$ cat src/ooo_defines.svh
// Width definitions shared by the out-of-order back end
`ifndef OOO_DEFINES_SVH
`define OOO_DEFINES_SVH

// Data path width
`define OOO_DW 32
// Architectural register address width
`define OOO_REG_AW 4
// Reorder buffer index width for 8 entries
`define OOO_ROB_DW 3
// Result flag word width
`define OOO_TAG_W 2

`endif

$ cat src/arch_regfile.sv
// Architectural register file written at retirement with register 0 reading zero
`timescale 1ns/1ps
`include "ooo_defines.svh"

module arch_regfile
(
   input  logic                        clk,
   input  logic                        i_reset,
   input  logic                        i_we,
   input  logic [`OOO_REG_AW-1:0]      i_waddr,
   input  logic [`OOO_DW-1:0]          i_wdata,
   input  logic [`OOO_REG_AW-1:0]      i_raddr1,
   input  logic [`OOO_REG_AW-1:0]      i_raddr2,
   output logic [`OOO_DW-1:0]          o_rdata1,
   output logic [`OOO_DW-1:0]          o_rdata2
);

   localparam int NREG = 1 << `OOO_REG_AW;

   logic [`OOO_DW-1:0] regs_q [NREG];

   always_ff @(posedge clk)
   begin
      if (i_reset)
         regs_q <= '{default: '0};
      else if (i_we && (i_waddr != '0))
         regs_q[i_waddr] <= i_wdata;
   end

   assign o_rdata1 = regs_q[i_raddr1];
   assign o_rdata2 = regs_q[i_raddr2];

endmodule

$ cat config.mk
export PLATFORM = sky130hd
export DESIGN_NAME = arch_regfile
export DESIGN_NICKNAME = d
export VERILOG_FILES = /design/src/arch_regfile.sv
export VERILOG_INCLUDE_DIRS = /design/src
export SDC_FILE = /design/constraint.sdc
export NUM_CORES = 1
export LEC_CHECK = 0
export BUFFER_PORTS_ARGS = -buffer_cell sky130_fd_sc_hd__buf_4
export CORE_MARGIN = 2
export CORE_UTILIZATION = 35
export CTS_CLUSTER_DIAMETER = 40
export DETAILED_ROUTE_END_ITERATION = 10
export PLACE_DENSITY = 0.59
export SYNTH_ARGS = -nofsm -noshare
export SYNTH_HDL_FRONTEND = slang
export SYNTH_SLANG_ARGS = --single-unit
$ cat constraint.sdc
create_clock -name clk -period 1.9 [get_ports clk]
set_clock_uncertainty 0.2 [all_clocks]
set_input_delay 0.38 -clock clk [delete_from_list [all_inputs] [get_ports clk]]
set_output_delay 0.38 -clock clk [all_outputs]
set_load 0.01 [all_outputs]
==> out/metrics.cfg <==
[die]
die-area_um2=78000
fp.dieH_um=279
num_rows=100
coreArea_um2=74700
ios=111
die_x_um=279
start_util_pct=35.5

[setup_path]
path_class=reg2out
reg2reg_slack_ps=530
reg2reg_from=regs_q[396]
worst_ep_arrival_time_ps=1980
worst_r2r_endpoint=regs_q[396]
crit_path_max_fanout=3
r2r_cells=3
end_kind=primary output
crit_chain=mux4_2, a22oi_2, nand2_1, buf_6
required_ps=1320
crit_path_top_delay_cell=mux4_2
crit_path_max_incr_delay_ps=480
start_kind=flip-flop

[placed_design]
io_buffers=110
gp_congestion=0.859
dp_hpwl_um=63700
pre_cts_slack_ps=-689

[yosys]
synth_edf_count=0
syn_area_per_cell_um2=9.33
synth_seq_cells=512
async_reset_ff_share_pct=0
syn-num-nets=2888
synthFlopType=dfxtp_1
ys_seq_area_share_pct=38.7
yosysWarningCount=0
yosysUniqueCellTypes=24
syn_area_um2=26500
syn_inst=2841

[route]
first_iter_violations=3099
dr.pass1.iters=6
via_count=25570
drc_errors=0
ant_nets=0
vias_per_cell=6.45
wirelength_um=102000
wl_per_cell_um=25.6

[hold_path]
hold_depth=4
min-delay-start=i_waddr[0]
min_path_type=in2reg
whs_endpoint=regs_q[260]

[timing]
setup_slack_ps=-661
period_share_pct=135
hold_viol=0
fmaxAchievable_ghz=0.391
setup_viol=64
worstMarginPinSlew_ps=550
max_slew_margin_pct=63.2
rsz0062_at_grt=true
final_max_slew_viol_count=0
min_period_ps=2560

[layout]
drive_above_1_share_pct=33.6
reg_top3=regs_q x512
largest_register_ffs=512
nets=2977
layout_common_cells=nand3_1 (480), a21oi_1 (480), o21ai_0 (445)
regMostFlops=regs_q
syn2layout_area_growth_pct=30.5
fin_util_pct=46.3
nFillCells=6653

[clock_network]
cts_made_buffers=78
clk_pin_slew_worst_paths_ps=60
cts_tree=done
htree_num_levels=3
clock_latency_ps=620
clockRootBuffer=clkbuf_16
cts.sinks=512
clockBufferDepth=3

[run]
max-cap-violations=0

[pwr]
p_leak_uw=0.0115
ir_worst_vdd_uv=618
powerDensity_nw_per_um2=853

[status]
violations=negative setup slack
status=finished with violations

[global_routing]
antenna_found_initial=9
grt_pass1_wl_um=155000
grt_remaining_overflow=0
grt_pass1_vias=25668
grt_use_total_pct=25.4
grt_max_degree=89

## stage by stage
stage	total power, uW	cell area [um2]	TNS (ps)	instances	hold WS [ps]
after floorplan	12800	26800	-6950	2841	251
after global routing	30200	34600	-37590	3964	157
after global placement	14200	30200	-36580	3763	261
after CTS	29500	34300	-36280	3953	102
final	29500	34600	-35170	3964	113
after detailed placement	14200	30200	-36650	3763	268
## how the worst max path moves through the flow
stage / start / slack, ps / end / cells after the start
after floorplan: i_raddr1[0] / -110 / o_rdata1[0] / 5
after global placement: i_raddr1[0] / -700 / o_rdata1[24] / 7
after detailed placement: i_raddr2[0] / -690 / o_rdata2[14] / 7
after CTS: regs_q[254] / -690 / o_rdata2[30] / 5
after global routing: regs_q[254] / -690 / o_rdata2[30] / 5
final: regs_q[408] / -660 / o_rdata1[24] / 4
## synth_stat cells, types with 19 or more instances
master	instances	share of area [%]
a21oi_1	480	9.1
a22oi_1	128	3.6
buf_2	82	1.5
buf_4	19	0.54
clkbuf_1	262	3.7
dfxtp_1	512	39
mux4_2	256	22
nand2_1	65	0.92
nand3_1	481	9.1
nor2b_1	38	0.90
o21ai_0	445	8.4
o21ai_1	35	0.66
## worst max-delay path: cells and delay by family (launching register included)
family	cells	cell delay, ps
AO/OA/AOI/OAI	1	270
buffers and inverters	1	140
AND/OR/NAND/NOR	1	130
multiplexers	1	480
flip-flops	1	320
## report_power, final
part           internal [uW]  switching (uW)  total [uW]
sequential             10900            96.0       11000
combinational           1270            2030        3310
clock                   9400            5830       15200
## area by class of cell
cell class | instances | area [um2] | area share [%]
multi-input combinational | 1944 | 15300 | 44.3
sequential | 512 | 10300 | 29.9
timing repair buffer | 394 | 4930 | 14.2
clock buffer | 92 | 2070 | 5.99
tap | 969 | 1210 | 3.50
clock inverter | 52 | 698 | 2.02
antenna | 1 | 2.50 | 0.00723
## layer usage
layer,wire [um],vias to the layer above,track usage [%]
li1,-,10942,-
met4,3880,12,11.8
met1,39900,12774,32.9
met5,81,-,0
met3,9840,280,5.04
met2,47900,1562,41.0
## repair_timing
action,CTS,global route
resized for setup,248,61
hold buffers,34,0
cloned,1,3
buffers inserted,11,7
setup endpoints to repair,64,64
endpoints found under the hold margin,482,0
pin swaps,119,15
## cell families (layout without fill, tap and decap cells)
group	after synthesis	in the layout	synth area share, %
flip-flops	512	512	38.7
multiplexers	256	256	21.7
buffers and inverters	385	538	6.54
AND/OR/NAND/NOR	600	600	11.3
other	0	1	0
AO/OA/AOI/OAI	1088	1088	21.7
(Power assumes the default switching activity.)
