$ cat src/ooo_defines.svh
// Width definitions shared by the out-of-order back end
`ifndef OOO_DEFINES_SVH
`define OOO_DEFINES_SVH

// Data path width
`define OOO_DW 32
// Architectural register address width
`define OOO_REG_AW 4
// Reorder buffer index width for 8 entries
`define OOO_ROB_DW 3
// Result flag word width
`define OOO_TAG_W 2

`endif

$ cat src/ooo_pkg.sv
// Instruction encoding and execution request types of the back end
`include "ooo_defines.svh"

package ooo_pkg;

   // Top bit selects the immediate form
   typedef enum logic [3:0] {
      OP_ADD  = 4'h0,
      OP_SUB  = 4'h1,
      OP_AND  = 4'h2,
      OP_OR   = 4'h3,
      OP_XOR  = 4'h4,
      OP_MUL  = 4'h5,
      OP_ADDI = 4'h8,
      OP_SUBI = 4'h9,
      OP_ANDI = 4'hA,
      OP_ORI  = 4'hB,
      OP_XORI = 4'hC,
      OP_MULI = 4'hD
   } opcode_e;

   typedef struct packed {
      opcode_e                  op;
      logic [`OOO_REG_AW-1:0]   rd;
      logic [`OOO_REG_AW-1:0]   rs1;
      logic [`OOO_REG_AW-1:0]   rs2;
      logic [15:0]              unused;
   } insn_r_t;

   typedef struct packed {
      opcode_e                  op;
      logic [`OOO_REG_AW-1:0]   rd;
      logic [`OOO_REG_AW-1:0]   rs1;
      logic signed [19:0]       imm;
   } insn_i_t;

   typedef union packed {
      insn_r_t   reg_f;
      insn_i_t   imm_f;
   } insn_u;

   // Resolved operands with an op that has no form bit
   typedef struct packed {
      opcode_e                  op;
      logic [`OOO_DW-1:0]       a;
      logic [`OOO_DW-1:0]       b;
      logic [`OOO_ROB_DW-1:0]   id;
   } fu_req_t;

endpackage

$ cat src/mul_unit.sv
// Three-stage stallable signed multiplier keeping the low product word
`timescale 1ns/1ps
`include "ooo_defines.svh"

module mul_unit
(
   input  logic                        clk,
   input  logic                        i_reset,
   input  logic                        i_valid,
   input  ooo_pkg::fu_req_t            i_req,
   input  logic                        i_grant,
   output logic                        o_accept,
   output logic                        o_req,
   output logic [`OOO_ROB_DW-1:0]      o_id,
   output logic [`OOO_DW-1:0]          o_data,
   output logic [`OOO_TAG_W-1:0]       o_tag
);

   localparam int DW = `OOO_DW;
   localparam int HW = DW / 2;

   logic                          v1_q;
   logic                          v2_q;
   logic                          v3_q;
   logic [`OOO_ROB_DW-1:0]        id1_q;
   logic [`OOO_ROB_DW-1:0]        id2_q;
   // Stage 1 splits b into a zero-extended low half and a signed high half
   logic signed [DW+HW:0]         plo_q;
   logic signed [DW+HW-1:0]       phi_q;
   logic signed [2*DW-1:0]        prod_sum;
   logic signed [2*DW-1:0]        prod_q;
   logic                          hi_flag_q;
   logic                          advance;

   // Whole pipe moves only when the last stage is free
   assign advance = !v3_q || i_grant;
   assign o_accept = advance;
   assign o_req = v3_q;

   assign prod_sum = (2*DW)'(plo_q) + ((2*DW)'(phi_q) <<< HW);

   always_ff @(posedge clk)
   begin
      if (i_reset)
      begin
         v1_q <= 1'b0;
         v2_q <= 1'b0;
         v3_q <= 1'b0;
      end
      else if (advance)
      begin
         v1_q <= i_valid;
         v2_q <= v1_q;
         v3_q <= v2_q;
      end
   end

   always_ff @(posedge clk)
   begin
      if (advance)
      begin
         id1_q <= i_req.id;
         plo_q <= $signed(i_req.a) * $signed({1'b0, i_req.b[HW-1:0]});
         phi_q <= $signed(i_req.a) * $signed(i_req.b[DW-1:HW]);
         id2_q <= id1_q;
         prod_q <= prod_sum;
         o_id <= id2_q;
         o_data <= prod_q[DW-1:0];
         // High word not a sign copy means the low word lost bits
         hi_flag_q <= (prod_q[2*DW-1:DW] != {DW{prod_q[DW-1]}});
      end
   end

   assign o_tag = {hi_flag_q, 1'b0};

endmodule

$ cat config.mk
export PLATFORM = sky130hd
export DESIGN_NAME = mul_unit
export DESIGN_NICKNAME = d
export VERILOG_FILES = /design/src/ooo_pkg.sv /design/src/mul_unit.sv
export VERILOG_INCLUDE_DIRS = /design/src
export SDC_FILE = /design/constraint.sdc
export NUM_CORES = 2
export LEC_CHECK = 0
export BUFFER_PORTS_ARGS = -buffer_cell sky130_fd_sc_hd__buf_2
export CAP_MARGIN = 20
export CORE_MARGIN = 2
export CORE_UTILIZATION = 30
export DETAILED_ROUTE_END_ITERATION = 10
export GPL_ROUTABILITY_DRIVEN = 0
export SLEW_MARGIN = 40
export SYNTH_ARGS = -nofsm -noshare
export SYNTH_HDL_FRONTEND = slang
export SYNTH_SLANG_ARGS = --single-unit
$ cat constraint.sdc
create_clock -name clk -period 9.7 [get_ports clk]
set_clock_uncertainty 0.15 [all_clocks]
set_input_delay 1.94 -clock clk [delete_from_list [all_inputs] [get_ports clk]]
set_output_delay 1.94 -clock clk [all_outputs]
set_load 0.01 [all_outputs]
==> results.sh <==
export IMPL_core_sq_um=147000
export IMPL_cp_end_kind="register"
export IMPL_min_from="id2_q[2]$_DFFE_PP_"
export IMPL_layout_commonest_cell="inv_1"
export IMPL_mostFrequentLayoutCells="inv_1 (1,172), fa_1 (976), nand2_1 (670)"
export IMPL_synth_async_sr_flop_share=0
export IMPL_grt_max_degree=73
export IMPL_path_max_fanout=16
export IMPL_cts_post_setup_buffers_inserted=0
export IMPL_cts_resized_gates=0
export IMPL_clk_pin_slew_ns=0.06
export IMPL_grt_antenna_before_repair=15
export IMPL_avgSynthCellArea_sq_um=9.47
export IMPL_hold_violations=0
export IMPL_grt_total_usage=0.153
export IMPL_synth_seq_cells=206
export IMPL_rsz0062_at_grt="no"
export IMPL_fillers=15367
export IMPL_grt_pass1_vias=33926
export IMPL_drt_iter0_markers=1853
export IMPL_clock_sinks=206
export IMPL_via_count=30982
export IMPL_drv_cap=0
export IMPL_cts_buffer_depth=3
export IMPL_dp_cells=6614
export IMPL_dpl_hpwl_um=89900
export IMPL_clk_latency_ns=0.59
export IMPL_finalCriticalPeriod_ns=8.65
export IMPL_finalSetupViolations=0
export IMPL_rows=141
export IMPL_ys_seq_area_frac=0.138
export IMPL_fin_cells=6665
export IMPL_tns_ns=0
export IMPL_required_ns=10.02
export IMPL_hp_class="reg2reg"
export IMPL_crit_type="in2reg"
export IMPL_postCtsHoldBufs=0
export IMPL_max_slew_margin_rel=0.412
export IMPL_cts_buffers=28
export IMPL_period_share=0.892
export IMPL_gr_total_overflow=0
export IMPL_wl_um=110000
export IMPL_ant_nets=0
export IMPL_worstSetupStartpoint="i_req[42]"
export IMPL_fin_nets=6043
export IMPL_arrival_ns=8.97
export IMPL_synth_edf_count=203
export IMPL_dr_pass1_iters=5
export IMPL_io_buffers=108
export IMPL_netlist_area_sq_um=44500
export IMPL_status="complete, no violations"
export IMPL_syn_to_final_growth_pct=8.55
export IMPL_htreeDepth=1
export IMPL_worstSetupStartpointType="input port"
export IMPL_post_drt_wl_per_cell_um=16.5
export IMPL_ys_warnings_count=0
export IMPL_worstMarginPinSlew_ns=0.868
export IMPL_die_width_um=389
export IMPL_die_y_um=389
export IMPL_max_freq_ghz=0.116
export IMPL_viasPerCell=4.65
export IMPL_grt_pass1_wl_um=184000
export IMPL_clock_root_buffer="clkbuf_16"
export IMPL_start_util=0.301
export IMPL_drive_above_1_share=0.0547
export IMPL_reg2reg_from="plo_q[16]$_DFFE_PP_"
export IMPL_synth_cell_types=72
export IMPL_die_area_sq_um=151000
export IMPL_postSynthCellCount=4695
export IMPL_io_pins=114
export IMPL_syn_nets=6024
export IMPL_synth_main_ff_cell="edfxtp_1"
export IMPL_cts_tree="built"
export IMPL_drc_errors=0
export IMPL_slew_violations=0
cell usage after synthesis (18+ instances only):
cell type	n	area (sq um)
nor2b_1	18	113
and2_1	394	2460
fa_1	976	19500
nand4_1	20	125
ha_1	278	3480
o21ai_0	59	295
nor3_1	19	95.1
nand2b_1	23	144
a21o_1	81	608
nor2_1	97	364
xnor2_1	98	858
nand2_1	670	2510
clkbuf_1	202	758
xor2_1	42	368
inv_1	1172	4400
edfxtp_1	203	6100
nand3_1	29	145
a21oi_1	125	626
layout make-up:
class	instances	area, sq um	share of cell area
inverters	1173	4400	0.0912
clock inverters	20	214	0.00443
diodes	2	5.00	0.000104
flip-flops and latches	206	6160	0.128
clock buffers	29	704	0.0146
multi-input cells	3110	33100	0.686
well taps	1930	2410	0.0500
repair buffers	195	1230	0.0256
path summary, 6_finish.rpt:
| kind | to | slack [ns] | depth (start not counted) |
|---|---|---|---|
| setup / recovery | plo_q[42]$_DFFE_PP_ | 1.05 | 24 |
| hold / removal | o_id[2]$_DFFE_PP_ | 0.26 | 0 |
| setup reg to reg | prod_q[60]$_DFFE_PP_ | 5.64 | 13 |
| hold reg to reg | o_id[2]$_DFFE_PP_ | 0.26 | 0 |
per-layer routing:
layer	GRT usage	vias to the layer above	part of all wire
met5	0	-	0.0011
met2	0.256	810	0.47
met3	0.0239	146	0.060
li1	-	13972	-
met1	0.208	16036	0.44
met4	0.0342	18	0.024
critical path: stages:
cell      delay, ns
buf_2          0.41
and2_1         0.23
fa_1           0.42
inv_1          0.08
fa_1           0.47
fa_1           0.52
inv_1          0.05
fa_1           0.50
fa_1           0.49
inv_1          0.05
fa_1           0.47
inv_1          0.05
ha_1           0.34
a21o_1         0.18
a21o_1         0.17
a21oi_1        0.35
o21ai_0        0.25
a21o_1         0.27
o211a_1        0.32
o31ai_2        0.46
a21o_1         0.20
a21boi_0       0.08
a311oi_1       0.43
buf_4          0.21
cells by family (layout without fill, tap and decap cells):
kind of cell    count (synthesis)  in the layout  share of synthesized area
buf+inv                      1379           1417                      0.117
xor+xnor                      140            140                     0.0276
fa+ha+maj                    1254           1254                      0.518
flops                         206            206                      0.138
other cells                     1              3                  0.0000843
compound gates                395            395                     0.0576
simple gates                 1318           1318                      0.141
mux                             2              2                   0.000450
per-stage QoR:
stage               area (sq um)  setup WS (ns)  utilization  hold slack, ns
finish                     48300           1.05        0.327           0.264
global route               48300          0.768        0.327           0.270
CTS                        48300           1.13        0.327           0.260
detailed placement         47300          0.493        0.321           0.255
global placement           47300          0.577        0.321           0.251
floorplan                  44500          0.646            -           0.250
registers in the layout, summed over array words and instances, names as in the netlist:
name / flops
phi_q: 48
v2_q: 1
v1_q: 1
plo_q: 49
o_data: 32
o_id: 3
id1_q: 3
o_req: 1
hi_flag_q: 1
id2_q: 3
prod_q: 64
Power is left out: the tool's default activity adds up to more than one toggle a clock period on the data nets, which glitch-free logic cannot reach.
