===== src/ooo_defines.svh =====
// Width definitions shared by the out-of-order back end
`ifndef OOO_DEFINES_SVH
`define OOO_DEFINES_SVH

// Data path width
`define OOO_DW 32
// Architectural register address width
`define OOO_REG_AW 4
// Reorder buffer index width for 8 entries
`define OOO_ROB_DW 3
// Result flag word width
`define OOO_TAG_W 2

`endif


===== src/ooo_pkg.sv =====
// Instruction encoding and execution request types of the back end
`include "ooo_defines.svh"

package ooo_pkg;

   // Top bit selects the immediate form
   typedef enum logic [3:0] {
      OP_ADD  = 4'h0,
      OP_SUB  = 4'h1,
      OP_AND  = 4'h2,
      OP_OR   = 4'h3,
      OP_XOR  = 4'h4,
      OP_MUL  = 4'h5,
      OP_ADDI = 4'h8,
      OP_SUBI = 4'h9,
      OP_ANDI = 4'hA,
      OP_ORI  = 4'hB,
      OP_XORI = 4'hC,
      OP_MULI = 4'hD
   } opcode_e;

   typedef struct packed {
      opcode_e                  op;
      logic [`OOO_REG_AW-1:0]   rd;
      logic [`OOO_REG_AW-1:0]   rs1;
      logic [`OOO_REG_AW-1:0]   rs2;
      logic [15:0]              unused;
   } insn_r_t;

   typedef struct packed {
      opcode_e                  op;
      logic [`OOO_REG_AW-1:0]   rd;
      logic [`OOO_REG_AW-1:0]   rs1;
      logic signed [19:0]       imm;
   } insn_i_t;

   typedef union packed {
      insn_r_t   reg_f;
      insn_i_t   imm_f;
   } insn_u;

   // Resolved operands with an op that has no form bit
   typedef struct packed {
      opcode_e                  op;
      logic [`OOO_DW-1:0]       a;
      logic [`OOO_DW-1:0]       b;
      logic [`OOO_ROB_DW-1:0]   id;
   } fu_req_t;

endpackage


===== src/alu_unit.sv =====
// Single-cycle integer ALU holding its result until the commit grant
`timescale 1ns/1ps
`include "ooo_defines.svh"

module alu_unit
(
   input  logic                        clk,
   input  logic                        i_reset,
   input  logic                        i_valid,
   input  ooo_pkg::fu_req_t            i_req,
   input  logic                        i_grant,
   output logic                        o_accept,
   output logic                        o_req,
   output logic [`OOO_ROB_DW-1:0]      o_id,
   output logic [`OOO_DW-1:0]          o_data,
   output logic [`OOO_TAG_W-1:0]       o_tag
);

   import ooo_pkg::*;

   localparam int MSB = `OOO_DW - 1;

   logic [`OOO_DW-1:0]   result;
   logic                 ovf;
   logic                 valid_q;

   always_comb
   begin
      ovf = 1'b0;
      case (i_req.op)
         OP_ADD:
         begin
            result = i_req.a + i_req.b;
            ovf = (i_req.a[MSB] == i_req.b[MSB]) && (result[MSB] != i_req.a[MSB]);
         end
         OP_SUB:
         begin
            result = i_req.a - i_req.b;
            ovf = (i_req.a[MSB] != i_req.b[MSB]) && (result[MSB] != i_req.a[MSB]);
         end
         OP_AND:  result = i_req.a & i_req.b;
         OP_OR:   result = i_req.a | i_req.b;
         OP_XOR:  result = i_req.a ^ i_req.b;
         default: result = '0;
      endcase
   end

   // Free when empty or when the held result leaves this cycle
   assign o_accept = !valid_q || i_grant;
   assign o_req = valid_q;

   always_ff @(posedge clk)
   begin
      if (i_reset)
         valid_q <= 1'b0;
      else if (i_valid)
         valid_q <= 1'b1;
      else if (i_grant)
         valid_q <= 1'b0;
   end

   always_ff @(posedge clk)
   begin
      if (i_valid)
      begin
         o_id <= i_req.id;
         o_data <= result;
         o_tag <= {1'b0, ovf};
      end
   end

endmodule


===== config.mk =====
export PLATFORM = sky130hd
export DESIGN_NAME = alu_unit
export DESIGN_NICKNAME = d
export VERILOG_FILES = /design/src/ooo_pkg.sv /design/src/alu_unit.sv
export VERILOG_INCLUDE_DIRS = /design/src
export SDC_FILE = /design/constraint.sdc
export NUM_CORES = 1
export LEC_CHECK = 0
export ABC_AREA = 1
export ABC_CLOCK_PERIOD_IN_PS = 2900
export BUFFER_PORTS_ARGS = -buffer_cell sky130_fd_sc_hd__buf_4
export CORE_MARGIN = 2
export CORE_UTILIZATION = 65
export DETAILED_ROUTE_END_ITERATION = 10
export GPL_TIMING_DRIVEN = 0
export HOLD_SLACK_MARGIN = 0.05
export PLACE_DENSITY = 0.89
export SYNTH_ARGS = -nofsm -noshare
export SYNTH_HDL_FRONTEND = slang
export SYNTH_SLANG_ARGS = --single-unit

===== constraint.sdc =====
create_clock -name clk -period 2.9 [get_ports clk]
set_input_delay 0.29 -clock clk [delete_from_list [all_inputs] [get_ports clk]]
set_output_delay 0.29 -clock clk [all_outputs]
set_load 0.02 [all_outputs]

==> flow_metrics.py <==
metrics = {
    "pwr": {
        "power_leakage_nw": 5.18,
        "powerDensity_mw_per_mm2": 312,
        "peakVddDrop_v": 0.000266,
    },
    "synthesis": {
        "netlist_top_cells_area": "nand2_1, ha_1, inv_1",
        "yosys.area_share.simple": 0.387,
        "synth_edf_count": 36,
        "synth_area_per_cell_sq_um": 5.65,
        "ys_ff_latch": 37,
        "netlist_area_sq_mm": 0.00755,
        "async_flop_share": 0,
        "synthDistinctLibCells": 39,
        "ys_seq_area_frac": 0.146,
        "yosysTopAreaCellShare": 0.213,
        "synth_top_area_cell": "nand2_1",
        "yosysMostFrequentCell": "nand2_1",
        "synthCells": 1336,
        "synth_mux_area_frac": 0,
        "synth_nets": 1515,
        "netlist_top_cells_count": "nand2_1, inv_1, nand3_1",
        "ys.flop_type": "edfxtp_1",
        "synth_adder_area_share": 0.174,
        "ys_warn_count": 0,
        "synthXorXnorAreaFrac": 0,
        "synth_top_family_by_area": "simple AND/OR/NAND/NOR gates",
        "synth-compound-area-share": 0.115,
    },
    "sta": {
        "finalSetupTns_ps": 0,
        "final_hold_viol_count": 0,
        "fin_skew_ps": 0,
        "rsz0062_at_grt": "no",
        "setup_viol": 0,
        "slew_violations": 0,
        "setup_ws_ps": 426,
        "post-route-period-util": 0.853,
        "worst_pin_slew_ps": 787,
        "fin_crit_ps": 2470,
        "relSlewSlack": 0.475,
        "max_freq_mhz": 404,
        "finalHoldWorstSlack_ps": 136,
    },
    "die": {
        "dieArea_sq_mm": 0.0125,
        "start_util": 0.664,
        "die_h_um": 112,
        "coreArea_sq_mm": 0.0114,
        "die_x_um": 112,
        "row_count": 39,
        "ioPinCount": 114,
    },
    "detailed_routing": {
        "drt_pass1_iterations": 6,
        "drc": 0,
        "ant_nets": 0,
        "vias_per_cell": 5.63,
        "drt-total-wl_um": 25700,
        "wl_per_cell_um": 16.1,
        "first_iter_violations": 1142,
        "vias": 8996,
    },
    "worst_setup_path": {
        "critPathArrivalTime_ps": 2530,
        "r2r_slack_ps": 2330,
        "r2r-end": "o_req",
        "crit_slowest_cell": "fa_1",
        "path_cells": "buf_4 > ha_1 > fa_1 > nand3_1 > nand3_1 > nand2_1 > nand2_1 > nand2_1 > nand2_1 > nand2_1 > nand3_1 > nand3_1 > nand3_1",
        "crit_required_ps": 2950,
        "worstSetupStartpointType": "input pin",
        "crit_fanout": 6,
        "reg2reg_from": "o_req",
        "critPathKind": "in -> reg",
        "end_kind": "register",
        "crit_path_max_incr_delay_ps": 500,
        "rr_worst_depth": 2,
    },
    "placement": {
        "gp_congestion": 1.07,
        "place_inst": 1591,
        "portBuffers": 112,
        "dp_hpwl_um": 20800,
        "dp_slack_ps": 201,
    },
    "cts": {
        "insertion_delay_ps": 300,
        "cts_num_sinks": 37,
        "cts.clk_slew.worst_paths_ps": 80,
        "cts_buffer_depth": 2,
        "cts_tree": "built",
        "htreeDepth": 2,
        "numCtsBuffers": 5,
        "cts_resized": 0,
        "cts_root_buffer": "clkbuf_16",
        "ctsHoldBuffers": 0,
        "cts_setup_buffers": 0,
    },
    "global_routing": {
        "grt_pass1_vias": 8151,
        "grt_overflow_total": 0,
        "grt_first_pass_wirelength_um": 40300,
        "grt_max_degree": 38,
        "grt_usage": 0.405,
        "antenna_found_initial": 0,
    },
    "worst_hold_path": {
        "min_to": "o_req",
        "holdCritStartpoint": "i_reset",
        "min_path_cells": 2,
        "holdCritPathClass": "in -> reg",
    },
    "finish": {
        "num-nets-final": 1634,
        "drive_gt1_frac": 0.115,
        "fillerInstances": 996,
        "num_antenna_cells": 0,
        "fin_util": 0.769,
        "instances_no_fill": 1599,
        "syn_to_final_growth_pct": 15.8,
    },
    "outcome": {
        "outcome": "finished, final reports clean",
    },
    "run": {
        "drv_cap": 0,
    },
}
[final cells by class]
cell class              instances  area (sq um)  share of cell area
clock inverters                 3          46.3             0.00529
well taps                     143           179              0.0205
repair buffers                112           841              0.0962
multi-input cells             965          5110               0.584
inverters                     300          1130               0.129
plain buffers                  34           215              0.0246
clock buffers                   5           125              0.0143
flip-flops and latches         37          1100               0.126
[critical path, delay by kind of cell]
| kind | cells | cell delay (ps) |
|---|---|---|
| AND/OR/NAND/NOR | 10 | 1340 |
| buffers and inverters | 1 | 120 |
| adder cells (fa/ha/maj) | 2 | 760 |
[how the worst max path moves through the flow]
stage | start | endpoint | slack, ps | cells past startpoint
2_1_floorplan | i_req[3] | o_data[30] | 900 | 12
3_3_place_gp | i_req[3] | o_data[30] | 260 | 13
3_5_place_dp | i_req[3] | o_data[22] | 200 | 13
4_1_cts | i_req[3] | o_data[22] | 530 | 13
5_1_grt | i_req[3] | o_data[22] | 370 | 13
6_report | i_req[3] | o_data[22] | 430 | 13
[where the power goes]
part	switching (W)	internal, W	total [W]
clock	0.000282	0.000409	0.000690
combinational	0.000914	0.000460	0.00137
sequential	0.0000144	0.000647	0.000661
[logic make-up after synthesis]
group | count (synthesis)
AOI/OAI and AO/OA | 152
adders and majority gates | 104
buffers and inverters | 334
DFF | 37
other | 1
and+or+nand+nor | 708
[state kept, by name (all words and copies together) (netlist names)]
register and cells:
o_data 32, o_tag 1, o_req 1, o_id 3
[per-stage QoR]
stage / area [sq um] / power, W
2_1_floorplan: 7550 / 0.00154
3_3_place_gp: 8570 / 0.00196
3_5_place_dp: 8570 / 0.00199
4_1_cts: 8740 / 0.00267
5_1_grt: 8740 / 0.00287
6_report: 8740 / 0.00273
[cell usage in the layout (no fill, tap or decap), types with 6 or more instances in the layout]
cell and instances:
buf_2 14, o22ai_1 14, a221oi_1 13, ha_1 102, o21ai_0 47, nor2_1 113
inv_1 295, nand4_1 13, buf_4 120, nand3_1 119, a21oi_1 62, edfxtp_1 36
nor3_1 13, nand2_2 6, nand2_1 429
[metal layers]
| layer | part of all wire | track usage | vias up | wire (um) |
|---|---|---|---|---|
| met1 | 0.39 | 0.543 | 3922 | 9980 |
| met2 | 0.43 | 0.635 | 598 | 11100 |
| li1 | - | - | 4388 | - |
| met4 | 0.044 | 0.188 | 0 | 1120 |
| met3 | 0.13 | 0.0746 | 88 | 3460 |
| met5 | 0 | 0 | - | 0 |
(Power assumes the default switching activity.)
