### config.mk
export PLATFORM = sky130hd
export DESIGN_NAME = commit_arbiter_flat
export DESIGN_NICKNAME = d
export VERILOG_FILES = /design/src/ooo_if.sv /design/src/commit_arbiter.sv /design/src/flat_wrapper.sv
export VERILOG_INCLUDE_DIRS = /design/src
export SDC_FILE = /design/constraint.sdc
export NUM_CORES = 1
export LEC_CHECK = 0
export BUFFER_PORTS_ARGS = -buffer_cell sky130_fd_sc_hd__buf_2
export CORE_UTILIZATION = 25
export DETAILED_ROUTE_END_ITERATION = 10
export PLACE_DENSITY_LB_ADDON = 0.1
export SLEW_MARGIN = 20
export SYNTH_ARGS = -nofsm -noshare
export SYNTH_HDL_FRONTEND = slang
export SYNTH_SLANG_ARGS = --single-unit
### constraint.sdc
create_clock -name clk -period 1.47 [get_ports clk]
set_input_delay 0.294 -clock clk [delete_from_list [all_inputs] [get_ports clk]]
set_output_delay 0.294 -clock clk [all_outputs]
set_load 0.01 [all_outputs]
### src/ooo_defines.svh
// Width definitions shared by the out-of-order back end
`ifndef OOO_DEFINES_SVH
`define OOO_DEFINES_SVH

// Data path width
`define OOO_DW 32
// Architectural register address width
`define OOO_REG_AW 4
// Reorder buffer index width for 8 entries
`define OOO_ROB_DW 3
// Result flag word width
`define OOO_TAG_W 2

`endif

### src/ooo_if.sv
// Commit bus and operand lookup interfaces between back end blocks
`timescale 1ns/1ps
`include "ooo_defines.svh"

interface commit_if;
   logic                       valid;
   logic [`OOO_ROB_DW-1:0]     id;
   logic [`OOO_DW-1:0]         data;
   logic [`OOO_TAG_W-1:0]      tag;

   modport arb_src (output valid, id, data, tag);
   modport rob_sink (input valid, id, data, tag);
endinterface


### src/commit_arbiter.sv
// Round-robin arbiter putting one unit result per cycle on the commit bus
`timescale 1ns/1ps
`include "ooo_defines.svh"

module commit_arbiter
(
   input  logic                        clk,
   input  logic                        i_reset,
   input  logic                        i_alu_req,
   input  logic [`OOO_ROB_DW-1:0]      i_alu_id,
   input  logic [`OOO_DW-1:0]          i_alu_data,
   input  logic [`OOO_TAG_W-1:0]       i_alu_tag,
   input  logic                        i_mul_req,
   input  logic [`OOO_ROB_DW-1:0]      i_mul_id,
   input  logic [`OOO_DW-1:0]          i_mul_data,
   input  logic [`OOO_TAG_W-1:0]       i_mul_tag,
   output logic                        o_alu_grant,
   output logic                        o_mul_grant,
   commit_if.arb_src                   commit
);

   // Set when the multiplier won the last grant
   logic last_mul_q;

   assign o_alu_grant = i_alu_req && (!i_mul_req || last_mul_q);
   assign o_mul_grant = i_mul_req && (!i_alu_req || !last_mul_q);

   always_ff @(posedge clk)
   begin
      if (i_reset)
         last_mul_q <= 1'b0;
      else if (o_alu_grant || o_mul_grant)
         last_mul_q <= o_mul_grant;
   end

   assign commit.valid = o_alu_grant || o_mul_grant;
   assign commit.id = o_mul_grant ? i_mul_id : i_alu_id;
   assign commit.data = o_mul_grant ? i_mul_data : i_alu_data;
   assign commit.tag = o_mul_grant ? i_mul_tag : i_alu_tag;

   a_grant_mutex : assert property (@(posedge clk) disable iff (i_reset)
      !(o_alu_grant && o_mul_grant));

   // A unit that loses a tie holds its request and wins next time
   a_alu_no_starve : assert property (@(posedge clk) disable iff (i_reset)
      (i_alu_req && o_mul_grant) |=> o_alu_grant);
   a_mul_no_starve : assert property (@(posedge clk) disable iff (i_reset)
      (i_mul_req && o_alu_grant) |=> o_mul_grant);

endmodule

### src/flat_wrapper.sv
// flat-port wrapper written by rule: the top's interface ports become plain ports
module commit_arbiter_flat 
  (clk, i_reset, i_alu_req, i_alu_id, i_alu_data, i_alu_tag, i_mul_req, i_mul_id, i_mul_data, i_mul_tag, o_alu_grant, o_mul_grant, commit_valid, commit_id, commit_data, commit_tag);
  commit_if commit_i ();
  input  logic clk;
  input  logic i_reset;
  input  logic i_alu_req;
  input  logic [`OOO_ROB_DW-1:0] i_alu_id;
  input  logic [`OOO_DW-1:0] i_alu_data;
  input  logic [`OOO_TAG_W-1:0] i_alu_tag;
  input  logic i_mul_req;
  input  logic [`OOO_ROB_DW-1:0] i_mul_id;
  input  logic [`OOO_DW-1:0] i_mul_data;
  input  logic [`OOO_TAG_W-1:0] i_mul_tag;
  output logic o_alu_grant;
  output logic o_mul_grant;
  output wire logic [$bits(commit_i.valid)-1:0] commit_valid;
  output wire logic [$bits(commit_i.id)-1:0] commit_id;
  output wire logic [$bits(commit_i.data)-1:0] commit_data;
  output wire logic [$bits(commit_i.tag)-1:0] commit_tag;
  assign commit_valid = commit_i.valid;
  assign commit_id = commit_i.id;
  assign commit_data = commit_i.data;
  assign commit_tag = commit_i.tag;
  commit_arbiter u_core (.clk(clk), .i_reset(i_reset), .i_alu_req(i_alu_req), .i_alu_id(i_alu_id), .i_alu_data(i_alu_data), .i_alu_tag(i_alu_tag), .i_mul_req(i_mul_req), .i_mul_id(i_mul_id), .i_mul_data(i_mul_data), .i_mul_tag(i_mul_tag), .o_alu_grant(o_alu_grant), .o_mul_grant(o_mul_grant), .commit(commit_i));
endmodule
==> results of run 1 <==
==> critical path: stages <==
cell,delay (ps)
buf_6,70
a21boi_4,180
buf_12,150
clkbuf_16,160
mux2_4,300
buf_6,120
==> power by group through the flow <==
stage	registers (uW)	logic, uW	clock network, uW
2_1_floorplan	32.0	242	0
3_3_place_gp	33.1	429	0
3_5_place_dp	33.3	433	0
4_1_cts	33.3	495	0
5_1_grt	33.9	678	0
6_report	33.4	649	0
==> per-layer routing <==
metal  global-route usage [%]  vias up  wire [um]
li1                         -      425          -
met4                        0        0          0
met1                     19.7      398       1180
met3                     2.98        0        339
met5                        0        -          0
met2                     33.1       64       1650
==> timing repair <==
| item | in CTS | in global routing |
|---|---|---|
| endpoints found under the hold margin | 0 | 0 |
| gates resized for setup | 21 | 41 |
| cloned | 0 | 4 |
| setup buffers | 0 | 1 |
| pin swaps | 0 | 1 |
| setup endpoints to repair | 37 | 37 |
==> final cells by class <==
class | instances | area [um^2] | area share (%)
Multi-Input combinational cell | 42 | 599 | 36.5
Inverter | 1 | 3.75 | 0.228
Sequential cell | 1 | 20.0 | 1.22
Tap cell | 28 | 35.0 | 2.13
Timing Repair Buffer | 126 | 986 | 60.0
==> worst min-delay path by stage <==
stage	from	to	depth (start not counted)
final	i_reset	u_core.last_mul_q$_SDFFE_PP0P_	2
after global routing	i_reset	u_core.last_mul_q$_SDFFE_PP0P_	2
after CTS	i_reset	u_core.last_mul_q$_SDFFE_PP0P_	2
after detailed placement	i_reset	u_core.last_mul_q$_SDFFE_PP0P_	2
after global placement	i_reset	u_core.last_mul_q$_SDFFE_PP0P_	2
after floorplan	i_reset	u_core.last_mul_q$_SDFFE_PP0P_	1
==> kinds of logic after synthesis <==
family	after synthesis	synth area share, %
muxes	37	80.4
buffers and inverters	5	10.3
AOI/OAI and AO/OA	3	4.33
and+or+nand+nor	2	1.65
DFF	1	3.30
==> metrics by stage <==
| stage | total power, uW | hold slack, ps |
|---|---|---|
| CTS | 529 | 474 |
| detailed placement | 466 | 474 |
| global placement | 463 | 472 |
| global route | 712 | 491 |
| floorplan | 274 | 372 |
| finish | 683 | 478 |
==> cells in the final DEF (no fill, tap or decap), drive strengths merged <==
cell type / instances
mux2: 37
a211oi: 1
dfxtp: 1
buf: 123
clkbuf: 3
inv: 1
a21boi: 2
or2: 1
nor2: 1
==> out/qor.txt, run 1 <==
Outcome - complete, but fails checks
Failing checks - setup timing
Worst Setup SP - i_mul_req
Mapped Cells - 48
Core area - 2250 um^2
Largest regs - u_core.last_mul_q: 1 flops
R2r startpoint - u_core.last_mul_q$_SDFFE_PP0P_
Min-Delay Path Class - in -> reg
Max-cap violation count - 0
First-pass GRT wire length - 3430 um
Static leakage - 0.000945 uW
ANT nets after route - 0
FF-to-FF path depth - 2
Fmax - 630 MHz
Synth top area cells - mux2_4, mux2_2, buf_12, dfxtp_1, a21boi_2
Post-synth ARST share - 0%
Ys Warns - 0
Syn nets - 126
Fill count - 156
Switching part of the total - 32.8%
Routability cong. - 0.704
Main synth FF type - dfxtp_1
Startpoint type of the worst setup path - input pin
Reg2reg end - u_core.last_mul_q$_SDFFE_PP0P_
Placed cell count - 193
Vias/cell - 4.48
Final setup violating endpoints - 37
Total congestion overflow - 0
Nets - 250
Critical path peak fanout - 7
Diode count - 0
Final std cells w/o fill - 198
Cell area power density - 415 nW/um^2
Worst clock skew - 0 ps
Synth-to-Final Area Change - 171%
DRT iter0 DRCs - 6
Layout cell share with drive strength beyond 1 - 97.1%
Post-synthesis cell area - 607 um^2
Reg power frac - 4.9%
Largest net degree at the start of global routing - 29
Reg clk slew, reported paths - 0 ps
Final Cell Area - 1640 um^2
Hpwl dp - 2150 um
WP data required - 1180 ps
Yosys cell types - 12
Gate power share - 95.1%
Final core occ - 72.9%
PortBufs - 117
VDD IR-drop max - 0.000270 V
Fin crit period - 1590 ps
Max FFs per register - 1
Die height - 51.3 um
Worst slew pin tran - 199 ps
Final hold violation count - 0
Max-slew violation count - 0
RSZ-0062 raised after global routing - true
Final TNS setup - -3660 ps
Power share of the clock group - 0%
Initial antenna violation count - 0
Post-synthesis sequential area ratio - 3.30%
Relative slew slack - 86.7%
Post-synth EDFFs - 0
Leading area contributor after synthesis - mux2_4
Tot GR Track Use - 16.8%
TritonRoute pass-1 iters - 4
Largest register by flop count - u_core.last_mul_q
Worst setup EP type - output pin
Routed wire per std cell - 16.0 um
Total I/O pin count - 118
Fin crit share - 108%
Row count - 17
Critical path data arrival time - 1290 ps
Clk_lat worst skew - 0 ps
DRC - 0
Critical Path End - commit_data[25]
Most frequent cells after synthesis - mux2_4, mux2_2, buf_12
R2R Setup Slk - 750 ps
Post-layout worst setup margin - -118 ps
# hold bufs at CTS - 0
Cell Int Power - 459 uW
Vias - 887
Yosys top cell area share - 47.0%
CP Class - in -> out
Die Footprint - 2630 um^2
Die X - 51.3 um
Effective utilization at floorplan - 26.9%
Dpl cell area - 1220 um^2
Number of synthesized register bits - 1
Psw - 224 uW
Via count of the first global-routing pass - 755
Worst slack, placed - -169 ps
Most common cell in the netlist - mux2_4
Drt total wl - 3160 um
Mean Syn Cell Area - 12.6 um^2
Power figures use the tool's default switching activity.
==> run 2, diff against run 1 <==
- REMOVE_ABC_BUFFERS: not set -> 1
==> run 2 against run 1 <==
Net effect: the flow still finishes with violations (setup timing); core utilization is 12 points lower; wire length is 29% lower; worst setup slack better by 18 ps; sequential power is 2% lower; combinational power is 23% lower; first-iteration DRC count is 67% lower; critical path depth stayed put; die area stayed put; clock skew stayed put; fmax is 1.2% higher; sequential cell count stayed put; global-route usage is 2.0 points lower; critical path type unchanged; critical endpoint unchanged.
==> out/qor.txt, run 2 (same netlist as run 1, synthesis figures left out) <==
Static leakage - 0.000801 uW (was 0.000945 uW)
DRC - 0 (unchanged)
Initial antenna violation count - 0 (unchanged)
Routability cong. - 0.731 (was 0.704)
WP data required - 1180 ps (about the same)
Vias - 858 (was 887)
Startpoint type of the worst setup path - input pin (unchanged)
Failing checks - setup timing (unchanged)
Drt total wl - 2240 um (was 3160 um)
Vias/cell - 4.36 (was 4.48)
Most common cell after layout, fill and taps aside - buf_2 (unchanged)
Largest register by flop count - u_core.last_mul_q (unchanged)
CP Class - in -> out (unchanged)
RSZ-0062 raised after global routing - true (unchanged)
Most frequent cells in the layout - buf_2, mux2_4, mux2_2 (was buf_2, buf_6, mux2_4)
Fill count - 204 (was 156)
Die X - 51.3 um (unchanged)
Final setup violating endpoints - 37 (unchanged)
Largest net degree at the start of global routing - 22 (was 29)
Max-cap violation count - 0 (unchanged)
Fin crit period - 1570 ps (was 1590 ps)
Total power draw - 531 uW (was 683 uW)
Final Cell Area - 1380 um^2 (was 1640 um^2)
Worst slew pin tran - 191 ps (was 199 ps)
TritonRoute pass-1 iters - 4 (unchanged)
Total I/O pin count - 118 (unchanged)
Largest regs - u_core.last_mul_q: 1 flops (unchanged)
Fmax - 637 MHz (was 630 MHz)
Layout cell share with drive strength beyond 1 - 97.0% (was 97.1%)
Effective utilization at floorplan - 26.9% (unchanged)
Total congestion overflow - 0 (unchanged)
Die height - 51.3 um (unchanged)
VDD IR-drop max - 0.000227 V (was 0.000270 V)
Hpwl dp - 1920 um (was 2150 um)
Row count - 17 (unchanged)
Synth-to-Final Area Change - 127% (was 171%)
Post-layout worst setup margin - -99.4 ps (was -118 ps)
Via count of the first global-routing pass - 794 (was 755)
Outcome - complete, but fails checks (unchanged)
# hold bufs at CTS - 0 (unchanged)
Critical path peak fanout - 8 (was 7)
DRT iter0 DRCs - 2 (was 6)
Reg clk slew, reported paths - 0 ps (about the same)
Core area - 2250 um^2 (unchanged)
Max FFs per register - 1 (unchanged)
Placed cell count - 194 (was 193)
Min-Delay Path Class - in -> reg (unchanged)
Clk_lat worst skew - 0 ps (about the same)
Cell area power density - 385 nW/um^2 (was 415 nW/um^2)
Final std cells w/o fill - 197 (was 198)
Dpl cell area - 1240 um^2 (was 1220 um^2)
First-pass GRT wire length - 3120 um (was 3430 um)
Worst clock skew - 0 ps (unchanged)
Nets - 249 (was 250)
Worst setup EP type - output pin (unchanged)
PortBufs - 117 (unchanged)
ANT nets after route - 0 (unchanged)
Die Footprint - 2630 um^2 (unchanged)
Max-slew violation count - 0 (unchanged)
Diode count - 0 (unchanged)
Final hold violation count - 0 (unchanged)
Tot GR Track Use - 14.8% (was 16.8%)
Relative slew slack - 87.3% (was 86.7%)
Routed wire per std cell - 11.4 um (was 16.0 um)
Critical path data arrival time - 1280 ps (was 1290 ps)
Fin crit share - 107% (was 108%)
run 2: per-stage QoR:
| stage | TNS (ps) | hold WS (ps) | util (%) | setup slack, ps |
|---|---|---|---|---|
| final | -2910 | 464 | 61.1 | -99.4 |
| after global routing | -4620 | 477 | 61.1 | -140 |
| after CTS | -3730 | 465 | 61.3 | -140 |
| after detailed placement | -4500 | 465 | 54.9 | -143 |
| after global placement | -4110 | 459 | 54.9 | -128 |
| after floorplan | -39660 | 372 | - | -1100 |
run 2: critical path, stage by stage:
cell and delay [ps]:
buf_6 70, a21boi_4 230, buf_6 140, buf_16 130, mux2_4 300, buf_6 120
run 2: layout make-up:
class	instances	area, um^2	share of cell area (%)
sequential	1	20.0	1.45
multi-input combinational	42	536	38.9
timing repair buffer	125	783	56.9
tap	28	35.0	2.54
inverter	1	3.75	0.272
run 2: worst paths after layout:
| path | from | end | slack, ps | cells past startpoint |
|---|---|---|---|---|
| hold reg to reg | u_core.last_mul_q$_SDFFE_PP0P_ | u_core.last_mul_q$_SDFFE_PP0P_ | 620 | 2 |
| setup reg to reg | u_core.last_mul_q$_SDFFE_PP0P_ | u_core.last_mul_q$_SDFFE_PP0P_ | 690 | 3 |
| setup / recovery | i_mul_req | commit_data[25] | -100 | 6 |
| hold / removal | i_reset | u_core.last_mul_q$_SDFFE_PP0P_ | 460 | 2 |
run 2: per-layer routing:
metal | vias to the layer above | global-route usage (%) | wire length [um]
li1 | 425 | - | -
met1 | 359 | 14.1 | 724
met2 | 72 | 32.7 | 1200
met3 | 2 | 2.38 | 301
met4 | 0 | 1.80 | 19
met5 | - | 0 | 0
run 2: power by group:
part           total [uW]  internal (uW)  switching [uW]
Clock                   0              0               0
Sequential           32.6           30.0            2.62
Combinational         498            321             177
run 2: what timing repair did:
action,CTS,global route
endpoints found under the setup margin,37,37
setup buffers,2,1
gates cloned,1,0
pin swaps,0,1
resized for setup,19,2
==> run 3, diff against run 2 <==
- CORE_UTILIZATION: 25 -> 26
- CTS_BUF_LIST: not set -> sky130_fd_sc_hd__clkbuf_4
==> run 3 against run 2 <==
Net effect: the run still ends with setup timing left; global-route usage grew 0.74 points; final cell count shrank 2.5%; fmax is essentially flat; cell area grew 2.7%; register-to-register slack is essentially flat; sequential cell count is the same; largest power group unchanged.
==> out/qor.txt, run 3 (same netlist as run 1, synthesis figures left out) <==
Cell area power density - 393 nW/um^2 (was 385 nW/um^2)
CP Class - in -> out (unchanged)
PortBufs - 117 (unchanged)
Cell with the largest stage delay on the worst path - mux2_2 (was mux2_4)
Routed wire per std cell - 11.2 um (was 11.4 um)
Total I/O pin count - 118 (unchanged)
Startpoint type of the worst setup path - input pin (unchanged)
Fin crit share - 107% (about the same)
Drt total wl - 2160 um (was 2240 um)
Fin crit period - 1570 ps (about the same)
Worst slew pin tran - 219 ps (was 191 ps)
R2r startpoint - u_core.last_mul_q$_SDFFE_PP0P_ (unchanged)
Worst clock skew - 0 ps (unchanged)
# hold bufs at CTS - 0 (unchanged)
Nets - 244 (was 249)
Post-CTS Setup Bufs - 0 (was 2)
Buf+Inv Stages, Crit Path - 3 (was 4)
Hold_sp - i_reset (unchanged)
Critical path peak fanout - 20 (was 8)
DRC - 0 (unchanged)
Final TNS setup - -3050 ps (was -2910 ps)
Relative slew slack - 85.3% (was 87.3%)
Effective utilization at floorplan - 27.4% (was 26.9%)
First-pass GRT wire length - 3170 um (was 3120 um)
Layout cell share with drive strength beyond 1 - 97.0% (about the same)
Min-Delay Path Class - in -> reg (unchanged)
Diode count - 0 (unchanged)
Most frequent cells in the layout - buf_2, buf_6, mux2_4 (was buf_2, mux2_4, mux2_2)
ANT nets after route - 0 (unchanged)
Total congestion overflow - 0 (unchanged)
Largest regs - u_core.last_mul_q: 1 flops (unchanged)
Max-slew violation count - 0 (unchanged)
Fill count - 202 (was 204)
Most common cell after layout, fill and taps aside - buf_2 (unchanged)
Core area - 2210 um^2 (was 2250 um^2)
Max FFs per register - 1 (unchanged)
Outcome - complete, but fails checks (unchanged)
Die X - 50.3 um (was 51.3 um)
Vias/cell - 4.39 (was 4.36)
Top Family by Delay on Critical Path - buffers and inverters (unchanged)
Die Footprint - 2530 um^2 (was 2630 um^2)
Delay of the slowest critical-path stage - 350 ps (was 300 ps)
Post-layout worst setup margin - -98.3 ps (was -99.4 ps)
Die height - 50.3 um (was 51.3 um)
VDD IR-drop max - 0.000236 V (was 0.000227 V)
Static leakage - 0.000798 uW (was 0.000801 uW)
Critical path data arrival time - 1270 ps (was 1280 ps)
Largest net degree at the start of global routing - 21 (was 22)
TritonRoute pass-1 iters - 4 (unchanged)
Worst slack, placed - -141 ps (was -143 ps)
Minimum hold slack - 470 ps (was 464 ps)
Failing checks - setup timing (unchanged)
Cells along the critical path - buf_8 -> a21boi_4 -> buf_12 -> mux2_2 -> buf_6 (was buf_6 -> a21boi_4 -> buf_6 -> buf_16 -> mux2_4 -> buf_6)
Worst Setup SP - i_alu_req (was i_mul_req)
Initial antenna violation count - 0 (unchanged)
Clk_lat worst skew - 0 ps (about the same)
Synth-to-Final Area Change - 133% (was 127%)
Routability cong. - 0.688 (was 0.731)
RSZ-0062 raised after global routing - true (unchanged)
Hpwl dp - 1740 um (was 1920 um)
DRT iter0 DRCs - 3 (was 2)
Tot GR Track Use - 15.6% (was 14.8%)
Reg clk slew, reported paths - 0 ps (about the same)
Max-cap violation count - 0 (unchanged)
Fmax - 638 MHz (was 637 MHz)
Via count of the first global-routing pass - 744 (was 794)
Row count - 17 (unchanged)
Worst setup EP type - output pin (unchanged)
Largest register by flop count - u_core.last_mul_q (unchanged)
Final setup violating endpoints - 37 (unchanged)
Final hold violation count - 0 (unchanged)
Vias - 842 (was 858)
WP data required - 1180 ps (about the same)
[run 3: path summary, 6_finish.rpt]
path,depth (start not counted),slack [ps],end
max,5,-100,commit_data[3]
min,2,470,u_core.last_mul_q$_SDFFE_PP0P_
max reg2reg,2,700,u_core.last_mul_q$_SDFFE_PP0P_
min reg2reg,2,570,u_core.last_mul_q$_SDFFE_PP0P_
[run 3: cell type report]
type | count | area, um^2 | area share (%)
Inverter | 1 | 3.75 | 0.265
Sequential cell | 1 | 20.0 | 1.41
Multi-Input combinational cell | 42 | 532 | 37.6
Timing Repair Buffer | 120 | 825 | 58.3
Tap cell | 28 | 35.0 | 2.48
[run 3: through the flow]
step	total power, uW	std cells	utilization (%)	instance area, um^2
3_3_place_gp	458	192	55.3	1220
2_1_floorplan	256	44	-	548
6_report	556	192	64.0	1420
3_5_place_dp	462	192	55.3	1220
5_1_grt	592	192	64.0	1420
4_1_cts	556	192	63.8	1410
[run 3: layer usage]
| metal | GRT usage, % | vias to the layer above | part of all wire [%] |
|---|---|---|---|
| met2 | 34.0 | 65 | 56 |
| met5 | 0 | - | 0 |
| met3 | 2.42 | 0 | 12 |
| met1 | 15.7 | 365 | 32 |
| li1 | - | 412 | - |
| met4 | 0 | 0 | 0 |
[run 3: what timing repair did]
action | 4_1_cts | 5_1_grt
pin swaps | 0 | 0
resized for setup | 31 | 1
setup endpoints to repair | 37 | 37
[run 3: worst register-to-register path, stage by stage (launching register included)]
cell      delay, ps
dfxtp_1         400
nor2_1           70
a211oi_1        200
[run 3: power by group]
| part | total [uW] | internal, uW | switching, uW |
|---|---|---|---|
| clock | 0 | 0 | 0 |
| combinational | 523 | 344 | 179 |
| sequential | 33.4 | 30.0 | 3.42 |
